--- config.mk ---
export PLATFORM = sky130hd
export DESIGN_NAME = soc_top
export DESIGN_NICKNAME = d
export VERILOG_FILES = /design/src/soc_pkg.sv /design/src/gpio_regs.sv /design/src/soc_top.sv /design/src/sync_fifo.sv /design/src/wb_addr_decode.sv /design/src/wb_data_resize.sv /design/src/wb_fifo.sv
export SDC_FILE = /design/constraint.sdc
export NUM_CORES = 1
export LEC_CHECK = 0
export BUFFER_PORTS_ARGS = -buffer_cell sky130_fd_sc_hd__buf_2
export CORE_ASPECT_RATIO = 2
export CORE_MARGIN = 2
export CORE_UTILIZATION = 55
export DETAILED_ROUTE_END_ITERATION = 8
export PLACE_DENSITY = 0.78
export SYNTH_ARGS = -nofsm -noshare
export SYNTH_HDL_FRONTEND = slang
export SYNTH_SLANG_ARGS = --single-unit
--- constraint.sdc ---
create_clock -name wb_clk_i -period 5.4 [get_ports wb_clk_i]
set_clock_uncertainty 0.15 [all_clocks]
set_input_delay 0.54 -clock wb_clk_i [delete_from_list [all_inputs] [get_ports wb_clk_i]]
set_output_delay 0.54 -clock wb_clk_i [all_outputs]
set_load 0.02 [all_outputs]
--- src/soc_pkg.sv ---
`default_nettype none

package soc_pkg;

	////////////////////////////////////////////////////////////
	// Bus geometry
	////////////////////////////////////////////////////////////
	localparam int WB_DW      = 32;
	localparam int WB_AW      = 32;
	localparam int WB_SW      = 4; // One select bit per byte lane
	localparam int GPIO_W     = 8;
	localparam int FIFO_DEPTH = 8;
	localparam int FIFO_PTR_W = 3;

	////////////////////////////////////////////////////////////
	// Address map
	////////////////////////////////////////////////////////////
	localparam int REGION_MSB = 31;
	localparam int REGION_LSB = 24;

	localparam logic [7:0] GPIO_REGION = 8'h91;
	localparam logic [7:0] FIFO_REGION = 8'h92;

	// GPIO registers, byte offsets within the region
	localparam logic [7:0] GPIO_REG_DATA = 8'd0;
	localparam logic [7:0] GPIO_REG_DIR  = 8'd1;

	// FIFO bridge registers, word offsets within the region
	localparam logic [5:0] FIFO_REG_DATA = 6'd0;
	localparam logic [5:0] FIFO_REG_STAT = 6'd1;

	// Status register bit positions
	localparam int STAT_S2M_EMPTY = 0;
	localparam int STAT_S2M_FULL  = 1;
	localparam int STAT_M2S_EMPTY = 2;
	localparam int STAT_M2S_FULL  = 3;

	// Data word, seen whole or as byte lanes (lane 0 lowest)
	typedef union packed {
		logic [WB_DW-1:0]             word;
		logic [WB_SW-1:0][GPIO_W-1:0] lane;
	} wb_word_u;

endpackage

`default_nettype wire

--- src/gpio_regs.sv ---
`default_nettype none

module gpio_regs (
	input  wire                           wb_clk_i,
	input  wire                           arst_n_i,
	input  wire                           adr_i,
	input  wire [soc_pkg::GPIO_W-1:0]     dat_i,
	input  wire                           we_i,
	input  wire                           stb_i,
	output logic [soc_pkg::GPIO_W-1:0]    dat_o,
	output logic                          ack_o,
	// Pins
	input  wire [soc_pkg::GPIO_W-1:0]     gpio_i,
	output logic [soc_pkg::GPIO_W-1:0]    gpio_o,
	output logic [soc_pkg::GPIO_W-1:0]    gpio_oe_o
);

	logic                       access;
	logic                       sel_dir;
	logic [soc_pkg::GPIO_W-1:0] pin_val;

	assign access  = stb_i & ~ack_o; // Once per request
	assign sel_dir = (adr_i == soc_pkg::GPIO_REG_DIR[0]);

	// Driven pins read back their own output
	assign pin_val = (gpio_o & gpio_oe_o) | (gpio_i & ~gpio_oe_o);

	always_ff @(posedge wb_clk_i or negedge arst_n_i) begin
		if (!arst_n_i) begin
			ack_o     <= 1'b0;
			gpio_o    <= '0;
			gpio_oe_o <= '0; // All pins inputs
		end else begin
			ack_o <= access;
			if (access && we_i) begin
				if (sel_dir)
					gpio_oe_o <= dat_i;
				else
					gpio_o <= dat_i;
			end
		end
	end

	always_ff @(posedge wb_clk_i) begin
		if (access && !we_i)
			dat_o <= sel_dir ? gpio_oe_o : pin_val;
	end

endmodule

`default_nettype wire

--- src/soc_top.sv ---
`default_nettype none

module soc_top (
	input  wire                          wb_clk_i,
	input  wire                          arst_n_i,
	// Wishbone slave port
	input  wire                          wb_cyc_i,
	input  wire                          wb_stb_i,
	input  wire                          wb_we_i,
	input  wire [soc_pkg::WB_AW-1:0]     wb_adr_i,
	input  wire [soc_pkg::WB_SW-1:0]     wb_sel_i,
	input  wire soc_pkg::wb_word_u       wb_dat_i,
	output soc_pkg::wb_word_u            wb_dat_o,
	output logic                         wb_ack_o,
	output logic                         wb_err_o,
	// GPIO pins
	input  wire [soc_pkg::GPIO_W-1:0]    gpio_i,
	output logic [soc_pkg::GPIO_W-1:0]   gpio_o,
	output logic [soc_pkg::GPIO_W-1:0]   gpio_oe_o,
	// FIFO bridge
	input  wire [soc_pkg::WB_DW-1:0]     fifo0_s2m_dat_i,
	input  wire                          fifo0_s2m_we_i,
	output logic                         fifo0_s2m_empty_o,
	output logic                         fifo0_s2m_full_o,
	output logic [soc_pkg::WB_DW-1:0]    fifo0_m2s_dat_o,
	input  wire                          fifo0_m2s_re_i,
	output logic                         fifo0_m2s_empty_o,
	output logic                         fifo0_m2s_full_o
);

	// Registered request
	logic [soc_pkg::WB_AW-1:0] req_adr;
	logic [soc_pkg::WB_SW-1:0] req_sel;
	logic                      req_we;
	soc_pkg::wb_word_u         req_dat;
	logic                      gpio_stb;
	logic                      fifo_stb;

	// Responses
	logic                      gpio_ack;
	soc_pkg::wb_word_u         gpio_dat;
	logic                      fifo_ack;
	soc_pkg::wb_word_u         fifo_dat;

	// 8-bit GPIO bus
	logic                       gpio8_adr;
	logic [soc_pkg::GPIO_W-1:0] gpio8_wdat;
	logic [soc_pkg::GPIO_W-1:0] gpio8_rdat;
	logic                       gpio8_we;
	logic                       gpio8_stb;
	logic                       gpio8_ack;

	wb_addr_decode u_decode (
		.wb_clk_i   (wb_clk_i),
		.arst_n_i   (arst_n_i),
		.wb_cyc_i   (wb_cyc_i),
		.wb_stb_i   (wb_stb_i),
		.wb_we_i    (wb_we_i),
		.wb_adr_i   (wb_adr_i),
		.wb_sel_i   (wb_sel_i),
		.wb_dat_i   (wb_dat_i),
		.wb_ack_o   (wb_ack_o),
		.wb_err_o   (wb_err_o),
		.wb_dat_o   (wb_dat_o),
		.gpio_ack_i (gpio_ack),
		.fifo_ack_i (fifo_ack),
		.gpio_dat_i (gpio_dat),
		.fifo_dat_i (fifo_dat),
		.req_adr_o  (req_adr),
		.req_sel_o  (req_sel),
		.req_we_o   (req_we),
		.req_dat_o  (req_dat),
		.gpio_stb_o (gpio_stb),
		.fifo_stb_o (fifo_stb)
	);

	////////////////////////////////////////////////////////////
	// GPIO behind the 32 to 8 bit resize
	////////////////////////////////////////////////////////////
	wb_data_resize u_resize_gpio (
		.adr_i        (req_adr),
		.sel_i        (req_sel),
		.dat_i        (req_dat),
		.we_i         (req_we),
		.stb_i        (gpio_stb),
		.dat_o        (gpio_dat),
		.ack_o        (gpio_ack),
		.narrow_dat_i (gpio8_rdat),
		.narrow_ack_i (gpio8_ack),
		.narrow_adr_o (gpio8_adr),
		.narrow_dat_o (gpio8_wdat),
		.narrow_we_o  (gpio8_we),
		.narrow_stb_o (gpio8_stb)
	);

	gpio_regs u_gpio (
		.wb_clk_i  (wb_clk_i),
		.arst_n_i  (arst_n_i),
		.adr_i     (gpio8_adr),
		.dat_i     (gpio8_wdat),
		.we_i      (gpio8_we),
		.stb_i     (gpio8_stb),
		.dat_o     (gpio8_rdat),
		.ack_o     (gpio8_ack),
		.gpio_i    (gpio_i),
		.gpio_o    (gpio_o),
		.gpio_oe_o (gpio_oe_o)
	);

	wb_fifo u_fifo0 (
		.wb_clk_i    (wb_clk_i),
		.arst_n_i    (arst_n_i),
		.adr_i       (req_adr),
		.dat_i       (req_dat),
		.we_i        (req_we),
		.stb_i       (fifo_stb),
		.dat_o       (fifo_dat),
		.ack_o       (fifo_ack),
		.s2m_dat_i   (fifo0_s2m_dat_i),
		.s2m_we_i    (fifo0_s2m_we_i),
		.s2m_empty_o (fifo0_s2m_empty_o),
		.s2m_full_o  (fifo0_s2m_full_o),
		.m2s_re_i    (fifo0_m2s_re_i),
		.m2s_dat_o   (fifo0_m2s_dat_o),
		.m2s_empty_o (fifo0_m2s_empty_o),
		.m2s_full_o  (fifo0_m2s_full_o)
	);

endmodule

`default_nettype wire

--- src/sync_fifo.sv ---
`default_nettype none

module sync_fifo (
	input  wire                      wb_clk_i,
	input  wire                      arst_n_i,
	input  wire                      wr_i,
	input  wire soc_pkg::wb_word_u   wr_dat_i,
	input  wire                      rd_i,
	output soc_pkg::wb_word_u        rd_dat_o,
	output logic                     empty_o,
	output logic                     full_o
);

	localparam int PTR_W = soc_pkg::FIFO_PTR_W;

	soc_pkg::wb_word_u mem [soc_pkg::FIFO_DEPTH];

	logic [PTR_W-1:0] wr_ptr;
	logic [PTR_W-1:0] rd_ptr;
	logic [PTR_W:0]   count;
	logic             wr_ok;
	logic             rd_ok;

	assign wr_ok = wr_i & ~full_o;  // Drop when full
	assign rd_ok = rd_i & ~empty_o; // No pop when empty

	assign empty_o = (count == '0);
	assign full_o  = (count == (PTR_W + 1)'(soc_pkg::FIFO_DEPTH));

	////////////////////////////////////////////////////////////
	// Pointers and fill level
	////////////////////////////////////////////////////////////
	always_ff @(posedge wb_clk_i or negedge arst_n_i) begin
		if (!arst_n_i) begin
			wr_ptr <= '0;
			rd_ptr <= '0;
			count  <= '0;
		end else begin
			if (wr_ok)
				wr_ptr <= wr_ptr + 1'b1; // Wraps at depth
			if (rd_ok)
				rd_ptr <= rd_ptr + 1'b1;
			case ({wr_ok, rd_ok})
				2'b10:   count <= count + 1'b1;
				2'b01:   count <= count - 1'b1;
				default: count <= count;
			endcase
		end
	end

	always_ff @(posedge wb_clk_i) begin
		if (wr_ok)
			mem[wr_ptr] <= wr_dat_i;
	end

	// Show-ahead head entry
	assign rd_dat_o = mem[rd_ptr];

endmodule

`default_nettype wire

--- src/wb_addr_decode.sv ---
`default_nettype none

module wb_addr_decode (
	input  wire                          wb_clk_i,
	input  wire                          arst_n_i,
	// Master side
	input  wire                          wb_cyc_i,
	input  wire                          wb_stb_i,
	input  wire                          wb_we_i,
	input  wire [soc_pkg::WB_AW-1:0]     wb_adr_i,
	input  wire [soc_pkg::WB_SW-1:0]     wb_sel_i,
	input  wire soc_pkg::wb_word_u       wb_dat_i,
	output logic                         wb_ack_o,
	output logic                         wb_err_o,
	output soc_pkg::wb_word_u            wb_dat_o,
	// Peripheral side
	input  wire                          gpio_ack_i,
	input  wire                          fifo_ack_i,
	input  wire soc_pkg::wb_word_u       gpio_dat_i,
	input  wire soc_pkg::wb_word_u       fifo_dat_i,
	output logic [soc_pkg::WB_AW-1:0]    req_adr_o,
	output logic [soc_pkg::WB_SW-1:0]    req_sel_o,
	output logic                         req_we_o,
	output soc_pkg::wb_word_u            req_dat_o,
	output logic                         gpio_stb_o,
	output logic                         fifo_stb_o
);

	logic       busy; // One transfer in flight
	logic       accept;
	logic [7:0] region;
	logic       hit_gpio;
	logic       hit_fifo;

	assign region   = wb_adr_i[soc_pkg::REGION_MSB:soc_pkg::REGION_LSB];
	assign hit_gpio = (region == soc_pkg::GPIO_REGION);
	assign hit_fifo = (region == soc_pkg::FIFO_REGION);
	assign accept   = ~busy & wb_cyc_i & wb_stb_i;

	////////////////////////////////////////////////////////////
	// Request stage
	////////////////////////////////////////////////////////////
	always_ff @(posedge wb_clk_i or negedge arst_n_i) begin
		if (!arst_n_i) begin
			busy       <= 1'b0;
			gpio_stb_o <= 1'b0;
			fifo_stb_o <= 1'b0;
			wb_err_o   <= 1'b0;
		end else if (accept) begin
			busy       <= 1'b1;
			gpio_stb_o <= hit_gpio;
			fifo_stb_o <= hit_fifo;
			wb_err_o   <= ~hit_gpio & ~hit_fifo; // Unmapped region
		end else if (wb_ack_o || wb_err_o) begin
			busy       <= 1'b0; // Back to idle with the answer
			gpio_stb_o <= 1'b0;
			fifo_stb_o <= 1'b0;
			wb_err_o   <= 1'b0;
		end
	end

	always_ff @(posedge wb_clk_i) begin
		if (accept) begin
			req_adr_o <= wb_adr_i;
			req_sel_o <= wb_sel_i;
			req_we_o  <= wb_we_i;
			req_dat_o <= wb_dat_i;
		end
	end

	// Response path straight from the selected peripheral
	assign wb_ack_o = (gpio_stb_o & gpio_ack_i) | (fifo_stb_o & fifo_ack_i);
	assign wb_dat_o = fifo_stb_o ? fifo_dat_i : gpio_dat_i;

endmodule

`default_nettype wire

--- src/wb_data_resize.sv ---
`default_nettype none

module wb_data_resize (
	// Word side
	input  wire [soc_pkg::WB_AW-1:0]      adr_i,
	input  wire [soc_pkg::WB_SW-1:0]      sel_i,
	input  wire soc_pkg::wb_word_u        dat_i,
	input  wire                           we_i,
	input  wire                           stb_i,
	output soc_pkg::wb_word_u             dat_o,
	output logic                          ack_o,
	// Byte side
	input  wire [soc_pkg::GPIO_W-1:0]     narrow_dat_i,
	input  wire                           narrow_ack_i,
	output logic                          narrow_adr_o,
	output logic [soc_pkg::GPIO_W-1:0]    narrow_dat_o,
	output logic                          narrow_we_o,
	output logic                          narrow_stb_o
);

	logic [1:0] lane;
	logic [7:0] byte_ofs;

	// Lowest set select bit wins, lane 0 if none
	always_comb begin
		lane = 2'd0;
		for (int i = soc_pkg::WB_SW - 1; i >= 0; i--) begin
			if (sel_i[i])
				lane = 2'(i);
		end
	end

	assign byte_ofs     = {adr_i[7:2], lane};
	assign narrow_adr_o = byte_ofs[0]; // GPIO decodes one offset bit
	assign narrow_dat_o = dat_i.lane[lane];
	assign narrow_we_o  = we_i;
	assign narrow_stb_o = stb_i;

	// Read byte back on every lane
	always_comb begin
		for (int i = 0; i < soc_pkg::WB_SW; i++) begin
			dat_o.lane[i] = narrow_dat_i;
		end
	end

	assign ack_o = narrow_ack_i;

endmodule

`default_nettype wire

--- src/wb_fifo.sv ---
`default_nettype none

module wb_fifo (
	input  wire                          wb_clk_i,
	input  wire                          arst_n_i,
	// Bus side
	input  wire [soc_pkg::WB_AW-1:0]     adr_i,
	input  wire soc_pkg::wb_word_u       dat_i,
	input  wire                          we_i,
	input  wire                          stb_i,
	output soc_pkg::wb_word_u            dat_o,
	output logic                         ack_o,
	// Slave to master path
	input  wire soc_pkg::wb_word_u       s2m_dat_i,
	input  wire                          s2m_we_i,
	output logic                         s2m_empty_o,
	output logic                         s2m_full_o,
	// Master to slave path
	input  wire                          m2s_re_i,
	output soc_pkg::wb_word_u            m2s_dat_o,
	output logic                         m2s_empty_o,
	output logic                         m2s_full_o
);

	logic              access;
	logic [5:0]        word_ofs;
	logic              sel_data;
	logic              sel_stat;
	logic              m2s_push;
	logic              s2m_pop;
	soc_pkg::wb_word_u s2m_head;
	soc_pkg::wb_word_u stat_word;

	assign access   = stb_i & ~ack_o;
	assign word_ofs = adr_i[7:2];
	assign sel_data = (word_ofs == soc_pkg::FIFO_REG_DATA);
	assign sel_stat = (word_ofs == soc_pkg::FIFO_REG_STAT);

	assign m2s_push = access & we_i & sel_data;
	assign s2m_pop  = access & ~we_i & sel_data & ~s2m_empty_o;

	always_comb begin
		stat_word.word = '0;
		stat_word.word[soc_pkg::STAT_S2M_EMPTY] = s2m_empty_o;
		stat_word.word[soc_pkg::STAT_S2M_FULL]  = s2m_full_o;
		stat_word.word[soc_pkg::STAT_M2S_EMPTY] = m2s_empty_o;
		stat_word.word[soc_pkg::STAT_M2S_FULL]  = m2s_full_o;
	end

	////////////////////////////////////////////////////////////
	// Bus response
	////////////////////////////////////////////////////////////
	always_ff @(posedge wb_clk_i or negedge arst_n_i) begin
		if (!arst_n_i)
			ack_o <= 1'b0;
		else
			ack_o <= access; // Single-cycle ack
	end

	always_ff @(posedge wb_clk_i) begin
		if (access && !we_i) begin
			if (sel_data)
				dat_o <= s2m_empty_o ? '0 : s2m_head; // Empty reads as 0
			else if (sel_stat)
				dat_o <= stat_word;
			else
				dat_o <= '0;
		end
	end

	sync_fifo s2m_fifo (
		.wb_clk_i (wb_clk_i),
		.arst_n_i (arst_n_i),
		.wr_i     (s2m_we_i),
		.wr_dat_i (s2m_dat_i),
		.rd_i     (s2m_pop),
		.rd_dat_o (s2m_head),
		.empty_o  (s2m_empty_o),
		.full_o   (s2m_full_o)
	);

	sync_fifo m2s_fifo (
		.wb_clk_i (wb_clk_i),
		.arst_n_i (arst_n_i),
		.wr_i     (m2s_push),
		.wr_dat_i (dat_i),
		.rd_i     (m2s_re_i),
		.rd_dat_o (m2s_dat_o),
		.empty_o  (m2s_empty_o),
		.full_o   (m2s_full_o)
	);

endmodule

`default_nettype wire
==> impl_metrics.prom, run 1 <==
# TYPE chip_impl_metric gauge
chip_impl_metric{name="final_layout_size_suffix_gt1_share",unit="%"} 32.98
chip_impl_metric{name="final_net_count",unit=""} 1584
chip_impl_info{name="critPathCaptureType",value="output port"} 1
chip_impl_metric{name="die-height",unit="um"} 303.4
chip_impl_info{name="rsz0062_at_grt",value="no"} 1
chip_impl_metric{name="drtAntennaViolNets",unit=""} 0
chip_impl_metric{name="pin_count_of_the_biggest_net_entering_global_routing",unit=""} 49
chip_impl_metric{name="io-pin-count",unit=""} 201
chip_impl_info{name="setup.worst_path.class",value="reg -> out"} 1
chip_impl_metric{name="first_global_vias",unit=""} 13190
chip_impl_metric{name="design.die.area",unit="um2"} 46630
chip_impl_metric{name="synthDistinctLibCells",unit=""} 60
chip_impl_info{name="cp_top_family",value="flip-flops"} 1
chip_impl_metric{name="mappedNetlistArea",unit="um2"} 24650
chip_impl_info{name="gr-max-usage-layer",value="met2"} 1
chip_impl_metric{name="timing.slew.headroom",unit="%"} 24.95
chip_impl_metric{name="ys_warn_count",unit=""} 0
chip_impl_metric{name="routed_via_density",unit=""} 5.944
chip_impl_metric{name="drv_cap",unit=""} 0
chip_impl_metric{name="starting_density_of_the_core",unit="%"} 55.79
chip_impl_metric{name="seq_area_frac_synth",unit="%"} 76.74
chip_impl_metric{name="worst_setup_hold_path_clk_slew",unit="ns"} 0.07
chip_impl_info{name="layout.cells.most_common_list",value="595 x edfxtp_1, 182 x buf_2, 128 x mux4_2"} 1
chip_impl_metric{name="groute.layer.met1.usage",unit="%"} 26.56
chip_impl_metric{name="drv_slew",unit=""} 0
chip_impl_metric{name="critical_path_peak_fanout",unit=""} 35
chip_impl_metric{name="place_congestion",unit=""} 0.8451
chip_impl_metric{name="horizontal_die_dimension",unit="um"} 153.7
chip_impl_metric{name="clock_sink_count",unit=""} 637
chip_impl_metric{name="clock.fmax",unit="MHz"} 271.7
chip_impl_metric{name="clockPowerShare",unit="%"} 31.6
chip_impl_metric{name="final_cell_count_no_fill",unit=""} 2056
chip_impl_metric{name="timing.final.crit_share",unit="%"} 68.17
chip_impl_info{name="critical_path.slowest_cell",value="dfrtp_4"} 1
chip_impl_info{name="ys.flop_type",value="edfxtp_1"} 1
chip_impl_info{name="tritoncts",value="built"} 1
chip_impl_metric{name="grt_pass1_wl",unit="um"} 79740
chip_impl_metric{name="cp_data_required_time",unit="ns"} 4.71
chip_impl_metric{name="power_per_cell_area",unit="nW/um2"} 426.8
chip_impl_metric{name="fraction_of_synthesis_flops_using_an_asynchronous_set_or_reset_pin",unit="%"} 6.593
chip_impl_metric{name="groute.layer.met2.usage",unit="%"} 43.77
chip_impl_metric{name="cell_internal_pwr",unit="mW"} 8.996
chip_impl_metric{name="syn_inst",unit=""} 1208
chip_impl_metric{name="p_total",unit="mW"} 12.15
chip_impl_metric{name="switching_power",unit="mW"} 3.150
chip_impl_metric{name="slowest_delay",unit="ns"} 0.90
chip_impl_metric{name="power.switching_fraction",unit="%"} 25.94
chip_impl_metric{name="clock_insertion_delay_worst_skew",unit="ns"} 0.57
chip_impl_info{name="crit_path_start_kind",value="flip-flop"} 1
chip_impl_metric{name="number_of_buffers_created_by_cts",unit=""} 51
chip_impl_metric{name="ys_seq_elements",unit=""} 637
chip_impl_metric{name="rrSetupSlack",unit="ns"} 1.99
chip_impl_metric{name="clock_tree.buffer_depth",unit=""} 3
chip_impl_metric{name="fin_setup_tns",unit="ns"} 0
chip_impl_metric{name="cts.repair_timing.setup_buffer_count",unit=""} 0
chip_impl_metric{name="place_area",unit="um2"} 26340
chip_impl_metric{name="timing_worst_slew_pin_value",unit="ns"} 1.123
chip_impl_info{name="startpoint",value="u_fifo0.m2s_fifo.rd_ptr[0]"} 1
chip_impl_info{name="clk_root_buffer_cell",value="clkbuf_16"} 1
chip_impl_metric{name="critPathBufInv",unit=""} 2
chip_impl_metric{name="grt_usage",unit="%"} 23.16
chip_impl_metric{name="postCtsHoldBufs",unit=""} 38
chip_impl_metric{name="combinationalPowerShare",unit="%"} 17.9
chip_impl_metric{name="synthToLayoutAreaGrowth",unit="%"} 15.44
chip_impl_info{name="hold_class",value="in -> async"} 1
chip_impl_metric{name="mappedNetlistNets",unit=""} 1334
chip_impl_metric{name="postCtsResizedCells",unit=""} 0
chip_impl_metric{name="placement.io_buffers",unit=""} 182
chip_impl_metric{name="wl",unit="um"} 53330
chip_impl_metric{name="core.rowCount",unit=""} 109
chip_impl_metric{name="drtPass1Iterations",unit=""} 4
chip_impl_metric{name="peakVddDrop",unit="V"} 0.0003155
chip_impl_metric{name="power_leakage",unit="nW"} 9.627
chip_impl_metric{name="cts_htree_levels",unit=""} 2
chip_impl_metric{name="synth-edff-count",unit=""} 595
chip_impl_metric{name="signal_arrival_time_at_the_worst_endpoint",unit="ns"} 2.99
chip_impl_metric{name="vias",unit=""} 12220
chip_impl_info{name="worst_r2r_startpoint",value="u_decode.fifo_stb_o"} 1
chip_impl_metric{name="final_design_area_no_fill",unit="um2"} 28460
chip_impl_info{name="worstReg2RegEnd",value="u_fifo0.s2m_fifo.count[3]"} 1
chip_impl_info{name="status",value="finished clean"} 1
chip_impl_metric{name="placed_cells_incl_taps",unit=""} 1922
chip_impl_metric{name="routing_usage_on_met3",unit="%"} 3.332
chip_impl_info{name="worstSetupEndpoint",value="fifo0_m2s_dat_o[6]"} 1
chip_impl_metric{name="drt_iter0_markers",unit=""} 890
chip_impl_metric{name="initial_antenna_violation_count",unit=""} 2
chip_impl_metric{name="timing_hold_violations_final",unit=""} 0
chip_impl_metric{name="drc_errors",unit=""} 0
chip_impl_metric{name="synthesis.area_per_instance",unit="um2"} 20.41
chip_impl_info{name="final_common_cell",value="edfxtp_1"} 1
chip_impl_metric{name="dp_hpwl",unit="um"} 32810
chip_impl_metric{name="fin_crit",unit="ns"} 3.681
chip_impl_metric{name="path_depth",unit=""} 4
chip_impl_metric{name="reg2reg_depth",unit=""} 10
chip_impl_metric{name="power.share.sequential",unit="%"} 50.6
chip_impl_info{name="critical_path.cell_chain",value="buf_4 -> mux4_2 -> mux2_2 -> buf_2"} 1
chip_impl_metric{name="area_of_the_core_region",unit="um2"} 44190
chip_impl_metric{name="wire_per_inst",unit="um"} 25.94
chip_impl_metric{name="gr-total-overflow",unit=""} 0
chip_impl_metric{name="setup_viol",unit=""} 0
-- cells in the mapped netlist (2+ instances only) --
library cell	n	area, um2
a21oi_1	5	25.02
mux2_2	42	473.0
xor2_1	7	61.31
xnor2_1	8	70.07
nand2b_1	16	100.1
dfrtp_1	42	1051
nor3b_1	2	15.01
o2bb2ai_1	2	17.52
nor2_1	44	165.2
nor3_1	20	100.1
o22ai_1	5	31.28
nand2_1	91	341.6
buf_4	11	82.58
nand3_1	3	15.01
buf_2	14	70.07
clkbuf_1	17	63.81
a31oi_1	2	12.51
o21ai_0	24	120.1
mux2i_1	42	420.4
inv_1	19	71.32
a221oi_1	7	61.31
nor4_1	3	18.77
edfxtp_1	595	17870
buf_1	7	26.28
ha_1	10	125.1
nor2b_1	8	50.05
clkbuf_2	2	10.01
mux4_2	128	2883
-- sequential cells by signal, indices dropped and copies added (netlist names), 6 cells and up --
register and cells:
u_decode.req_dat_o 32, u_gpio.gpio_oe_o 8, u_fifo0.s2m_fifo.mem 256, u_gpio.gpio_o 8, u_fifo0.dat_o 32, u_gpio.dat_o 8, u_decode.req_adr_o 6, u_fifo0.m2s_fifo.mem 256
-- through the flow --
| step | setup WS (ns) | util, % | hold slack (ns) |
|---|---|---|---|
| 3_5_place_dp | 1.933 | 59.60 | 0.2986 |
| 5_1_grt | 1.523 | 64.40 | 0.006678 |
| 4_1_cts | 1.602 | 64.39 | 0.001586 |
| 2_1_floorplan | 0.5191 | - | 0.09441 |
| 6_report | 1.719 | 64.40 | 0.01896 |
| 3_3_place_gp | 1.975 | 59.60 | 0.2978 |
-- how the worst min path moves through the flow --
stage | startpoint | end | slack (ns)
6_report | arst_n_i | u_fifo0.s2m_fifo.count[3] | 0.02
5_1_grt | wb_dat_i[31] | u_decode.req_dat_o[31] | 0.007
4_1_cts | wb_dat_i[3] | u_decode.req_dat_o[3] | 0.002
3_5_place_dp | u_gpio.ack_o | u_gpio.ack_o | 0.30
3_3_place_gp | u_gpio.ack_o | u_gpio.ack_o | 0.30
2_1_floorplan | arst_n_i | u_decode.busy | 0.09
-- area by class of cell --
class,instances,area [um2]
Sequential cell,637,18930
Fill cell,2951,15730
Tap cell,555,694.4
Clock buffer,63,1394
Timing Repair Buffer,249,1509
Inverter,19,71.32
Antenna cell,3,7.507
Multi-Input combinational cell,500,5514
Clock inverter,30,339.1
-- worst register-to-register path, cell delays in order, from the launching register on --
cell and delay (ns):
dfrtp_1 0.33, buf_4 0.44, and2b_1 0.25, nor2b_4 0.14
buf_4 0.47, and3_1 0.26, ha_1 0.29, ha_1 0.28
a21oi_1 0.24, o21ai_0 0.13, o311ai_0 0.32
-- cell families (layout without fill, tap and decap cells) --
group	Yosys count	in the layout	share of synthesized area, %
buffers and inverters	71	361	1.360
and+or+nand+nor	206	206	3.974
DFF	637	637	76.74
xor gates and xnor gates	15	15	0.5329
adders and majority gates	11	11	0.5887
other	0	3	0
muxes	214	214	15.42
AOI/OAI and AO/OA	54	54	1.381
-- power groups by stage --
stage	clock, mW	combinational [mW]	sequential, mW
global placement	0	2.14	6.21
CTS	3.91	2.21	6.15
detailed placement	0	2.17	6.25
finish	3.83	2.17	6.14
floorplan	0	1.62	6.07
global route	4.08	2.32	6.19
-- per-layer routing --
metal | vias up | part of all wire [%]
met3 | 99 | 5.7
met4 | 0 | 3.2
li1 | 5344 | -
met2 | 463 | 56
met1 | 6315 | 35
met5 | - | 0
Power figures use the tool's default switching activity.
==> run 2, diff against run 1 <==
--- a/config.mk
+++ b/config.mk
@@ -8,9 +8,9 @@
 export BUFFER_PORTS_ARGS = -buffer_cell sky130_fd_sc_hd__buf_2
 export CORE_ASPECT_RATIO = 2
 export CORE_MARGIN = 2
-export CORE_UTILIZATION = 55
+export CORE_UTILIZATION = 54
 export DETAILED_ROUTE_END_ITERATION = 8
-export PLACE_DENSITY = 0.78
+export PLACE_DENSITY = 0.8
 export SYNTH_ARGS = -nofsm -noshare
 export SYNTH_HDL_FRONTEND = slang
 export SYNTH_SLANG_ARGS = --single-unit
==> constraint.sdc (replaced) <==
create_clock -name wb_clk_i -period 2.9 [get_ports wb_clk_i]
set_clock_uncertainty 0.15 [all_clocks]
set_input_delay 0.29 -clock wb_clk_i [delete_from_list [all_inputs] [get_ports wb_clk_i]]
set_output_delay 0.29 -clock wb_clk_i [all_outputs]
set_load 0.02 [all_outputs]
==> run 2 against run 1 <==
Compared with the run above:
- clock power rose by 91%
- via count grew 2.1%
- non-clock buffer count grew 62
- global-route usage increased by 0.37 points
- power up 90%
- worst setup slack worse by 1.6 ns
- sequential share of layout area fell by 2.2 points
- final cell count increased by 3.4%
- sequential power grew 84%
- first-iteration DRC count up 21%
- largest cell class unchanged
- largest power group unchanged
- highest routed layer is now met5
==> impl_metrics.prom, run 2 (synthesized netlist as in run 1, its figures left out) <==
# TYPE chip_impl_metric gauge
chip_impl_info{name="status",value="finished clean"} 1
chip_impl_metric{name="initial_antenna_violation_count",unit=""} 3
chip_impl_info{name="rsz0062_at_grt",value="no"} 1
chip_impl_metric{name="final_cell_count_no_fill",unit=""} 2126
chip_impl_metric{name="placed_cells_incl_taps",unit=""} 1940
chip_impl_metric{name="cp_data_required_time",unit="ns"} 2.46
chip_impl_metric{name="timing_hold_violations_final",unit=""} 0
chip_impl_metric{name="clock.fmax",unit="MHz"} 358.2
chip_impl_info{name="final_common_cell",value="edfxtp_1"} 1
chip_impl_metric{name="design.die.area",unit="um2"} 47480
chip_impl_metric{name="place_congestion",unit=""} 0.8536
chip_impl_metric{name="holdWs",unit="ns"} 0.03951
chip_impl_metric{name="drtAntennaViolNets",unit=""} 0
chip_impl_metric{name="grt_usage",unit="%"} 23.53
chip_impl_info{name="critPathCaptureType",value="output port"} 1
chip_impl_metric{name="horizontal_die_dimension",unit="um"} 155.1
chip_impl_metric{name="first_global_vias",unit=""} 13450
chip_impl_metric{name="peakVddDrop",unit="V"} 0.0006319
chip_impl_metric{name="routed_via_density",unit=""} 5.867
chip_impl_info{name="crit_path_start_kind",value="flip-flop"} 1
chip_impl_metric{name="power_per_cell_area",unit="nW/um2"} 784.1
chip_impl_metric{name="final_net_count",unit=""} 1649
chip_impl_metric{name="area_of_the_core_region",unit="um2"} 45010
chip_impl_metric{name="timing_worst_slew_pin_value",unit="ns"} 1.068
chip_impl_metric{name="cts_htree_levels",unit=""} 2
chip_impl_metric{name="final_layout_size_suffix_gt1_share",unit="%"} 32.72
chip_impl_metric{name="wire_per_inst",unit="um"} 25.85
chip_impl_metric{name="drv_slew",unit=""} 0
chip_impl_metric{name="clock_tree.buffer_depth",unit=""} 3
chip_impl_metric{name="clock_sink_count",unit=""} 637
chip_impl_metric{name="vias",unit=""} 12470
chip_impl_info{name="layout_top_registers",value="u_fifo0.m2s_fifo.mem (256), u_fifo0.s2m_fifo.mem (256)"} 1
chip_impl_metric{name="timing.final.crit_share",unit="%"} 96.26
chip_impl_metric{name="pin_count_of_the_biggest_net_entering_global_routing",unit=""} 65
chip_impl_metric{name="timing.slew.headroom",unit="%"} 28.81
chip_impl_info{name="hold_class",value="in -> reg"} 1
chip_impl_metric{name="slowest_delay",unit="ns"} 0.55
chip_impl_metric{name="fill_cells",unit=""} 2915
chip_impl_metric{name="drt_iter0_markers",unit=""} 1074
chip_impl_metric{name="worst_setup_hold_path_clk_slew",unit="ns"} 0.07
chip_impl_metric{name="fin_crit",unit="ns"} 2.792
chip_impl_metric{name="core.rowCount",unit=""} 110
chip_impl_metric{name="grt_pass1_wl",unit="um"} 81790
chip_impl_info{name="critical_path.slowest_cell",value="mux4_2"} 1
chip_impl_metric{name="drtPass1Iterations",unit=""} 5
chip_impl_metric{name="p_total",unit="mW"} 23.08
chip_impl_info{name="critical_path.cell_chain",value="buf_12 -> mux4_2 -> mux2_2 -> buf_2"} 1
chip_impl_info{name="layout.cells.most_common_list",value="595 x edfxtp_1, 182 x buf_2, 128 x mux4_2"} 1
chip_impl_metric{name="placement.io_buffers",unit=""} 182
chip_impl_metric{name="critical_path_peak_fanout",unit=""} 32
chip_impl_metric{name="io-pin-count",unit=""} 201
chip_impl_metric{name="number_of_buffers_created_by_cts",unit=""} 54
chip_impl_metric{name="signal_arrival_time_at_the_worst_endpoint",unit="ns"} 2.35
chip_impl_info{name="clk_root_buffer_cell",value="clkbuf_16"} 1
chip_impl_metric{name="die-height",unit="um"} 306.2
chip_impl_metric{name="drc_errors",unit=""} 0
chip_impl_metric{name="gr-total-overflow",unit=""} 0
chip_impl_metric{name="clock_insertion_delay_worst_skew",unit="ns"} 0.58
chip_impl_metric{name="drv_cap",unit=""} 0
chip_impl_metric{name="starting_density_of_the_core",unit="%"} 54.78
chip_impl_info{name="setup.worst_path.class",value="reg -> out"} 1
chip_impl_metric{name="synthToLayoutAreaGrowth",unit="%"} 19.38
chip_impl_metric{name="postCtsResizedCells",unit=""} 0
chip_impl_metric{name="dp_hpwl",unit="um"} 33160
chip_impl_info{name="tritoncts",value="built"} 1
chip_impl_metric{name="power_leakage",unit="nW"} 9.996
chip_impl_metric{name="wl",unit="um"} 54950
chip_impl_metric{name="setup_viol",unit=""} 0
-- run 2: through the flow --
| stage | utilization (%) | cell area, um2 | TNS, ns | setup WS (ns) |
|---|---|---|---|---|
| 4_1_cts | 65.39 | 29430 | 0 | 0.04431 |
| 3_3_place_gp | 59.50 | 26780 | 0 | 0.2737 |
| 5_1_grt | 65.39 | 29430 | 0 | 0.02082 |
| 2_1_floorplan | - | 24770 | -45.36 | -0.2472 |
| 6_report | 65.39 | 29430 | 0 | 0.1085 |
| 3_5_place_dp | 59.50 | 26780 | 0 | 0.1214 |
-- run 2: cell type report --
type	count	area (um2)	share of cell area, %
sequential	637	18930	64.32
tap	560	700.7	2.381
timing repair buffer	311	2377	8.078
multi-input combinational	500	5564	18.91
clock buffer	71	1476	5.017
inverter	19	71.32	0.2423
antenna	1	2.502	0.008503
clock inverter	27	307.8	1.046
-- run 2: final timing paths --
check	from	endpoint	slack, ns	depth (start not counted)
setup / recovery	u_fifo0.m2s_fifo.rd_ptr[0]	fifo0_m2s_dat_o[6]	0.11	4
hold / removal	fifo0_s2m_we_i	u_fifo0.s2m_fifo.wr_ptr[0]	0.04	3
setup reg to reg	u_decode.req_adr_o[7]	u_fifo0.s2m_fifo.count[3]	0.16	8
hold reg to reg	u_gpio.ack_o	u_gpio.ack_o	0.31	1
max in group asynchronous	arst_n_i	u_fifo0.m2s_fifo.rd_ptr[0]	1.50	2
min in group asynchronous	arst_n_i	u_fifo0.s2m_fifo.count[1]	0.30	2
-- run 2: critical path, delay by kind of cell, from the launching register on --
| kind | cells | cell delay, ns |
|---|---|---|
| mux | 2 | 0.87 |
| flops | 1 | 0.46 |
| buf+inv | 2 | 0.44 |
-- run 2: what timing repair did --
item | CTS | global route
setup endpoints to repair | 21 | 0
hold buffers | 84 | 0
hold endpoints to repair | 346 | 0
buffers inserted | 3 | 0
-- run 2: metal layers --
layer / track usage [%] / wire (um) / vias up
met5: 0 / 20 / -
met1: 25.73 / 18450 / 6368
met3: 3.731 / 3335 / 132
met2: 44.62 / 30770 / 498
met4: 9.884 / 2377 / 4
li1: - / - / 5472
-- run 2: report_power, final --
group | internal [mW] | switching, mW
combinational | 2.07 | 2.42
sequential | 10.8 | 0.444
clock | 4.13 | 3.17
total | 17.0 | 6.03
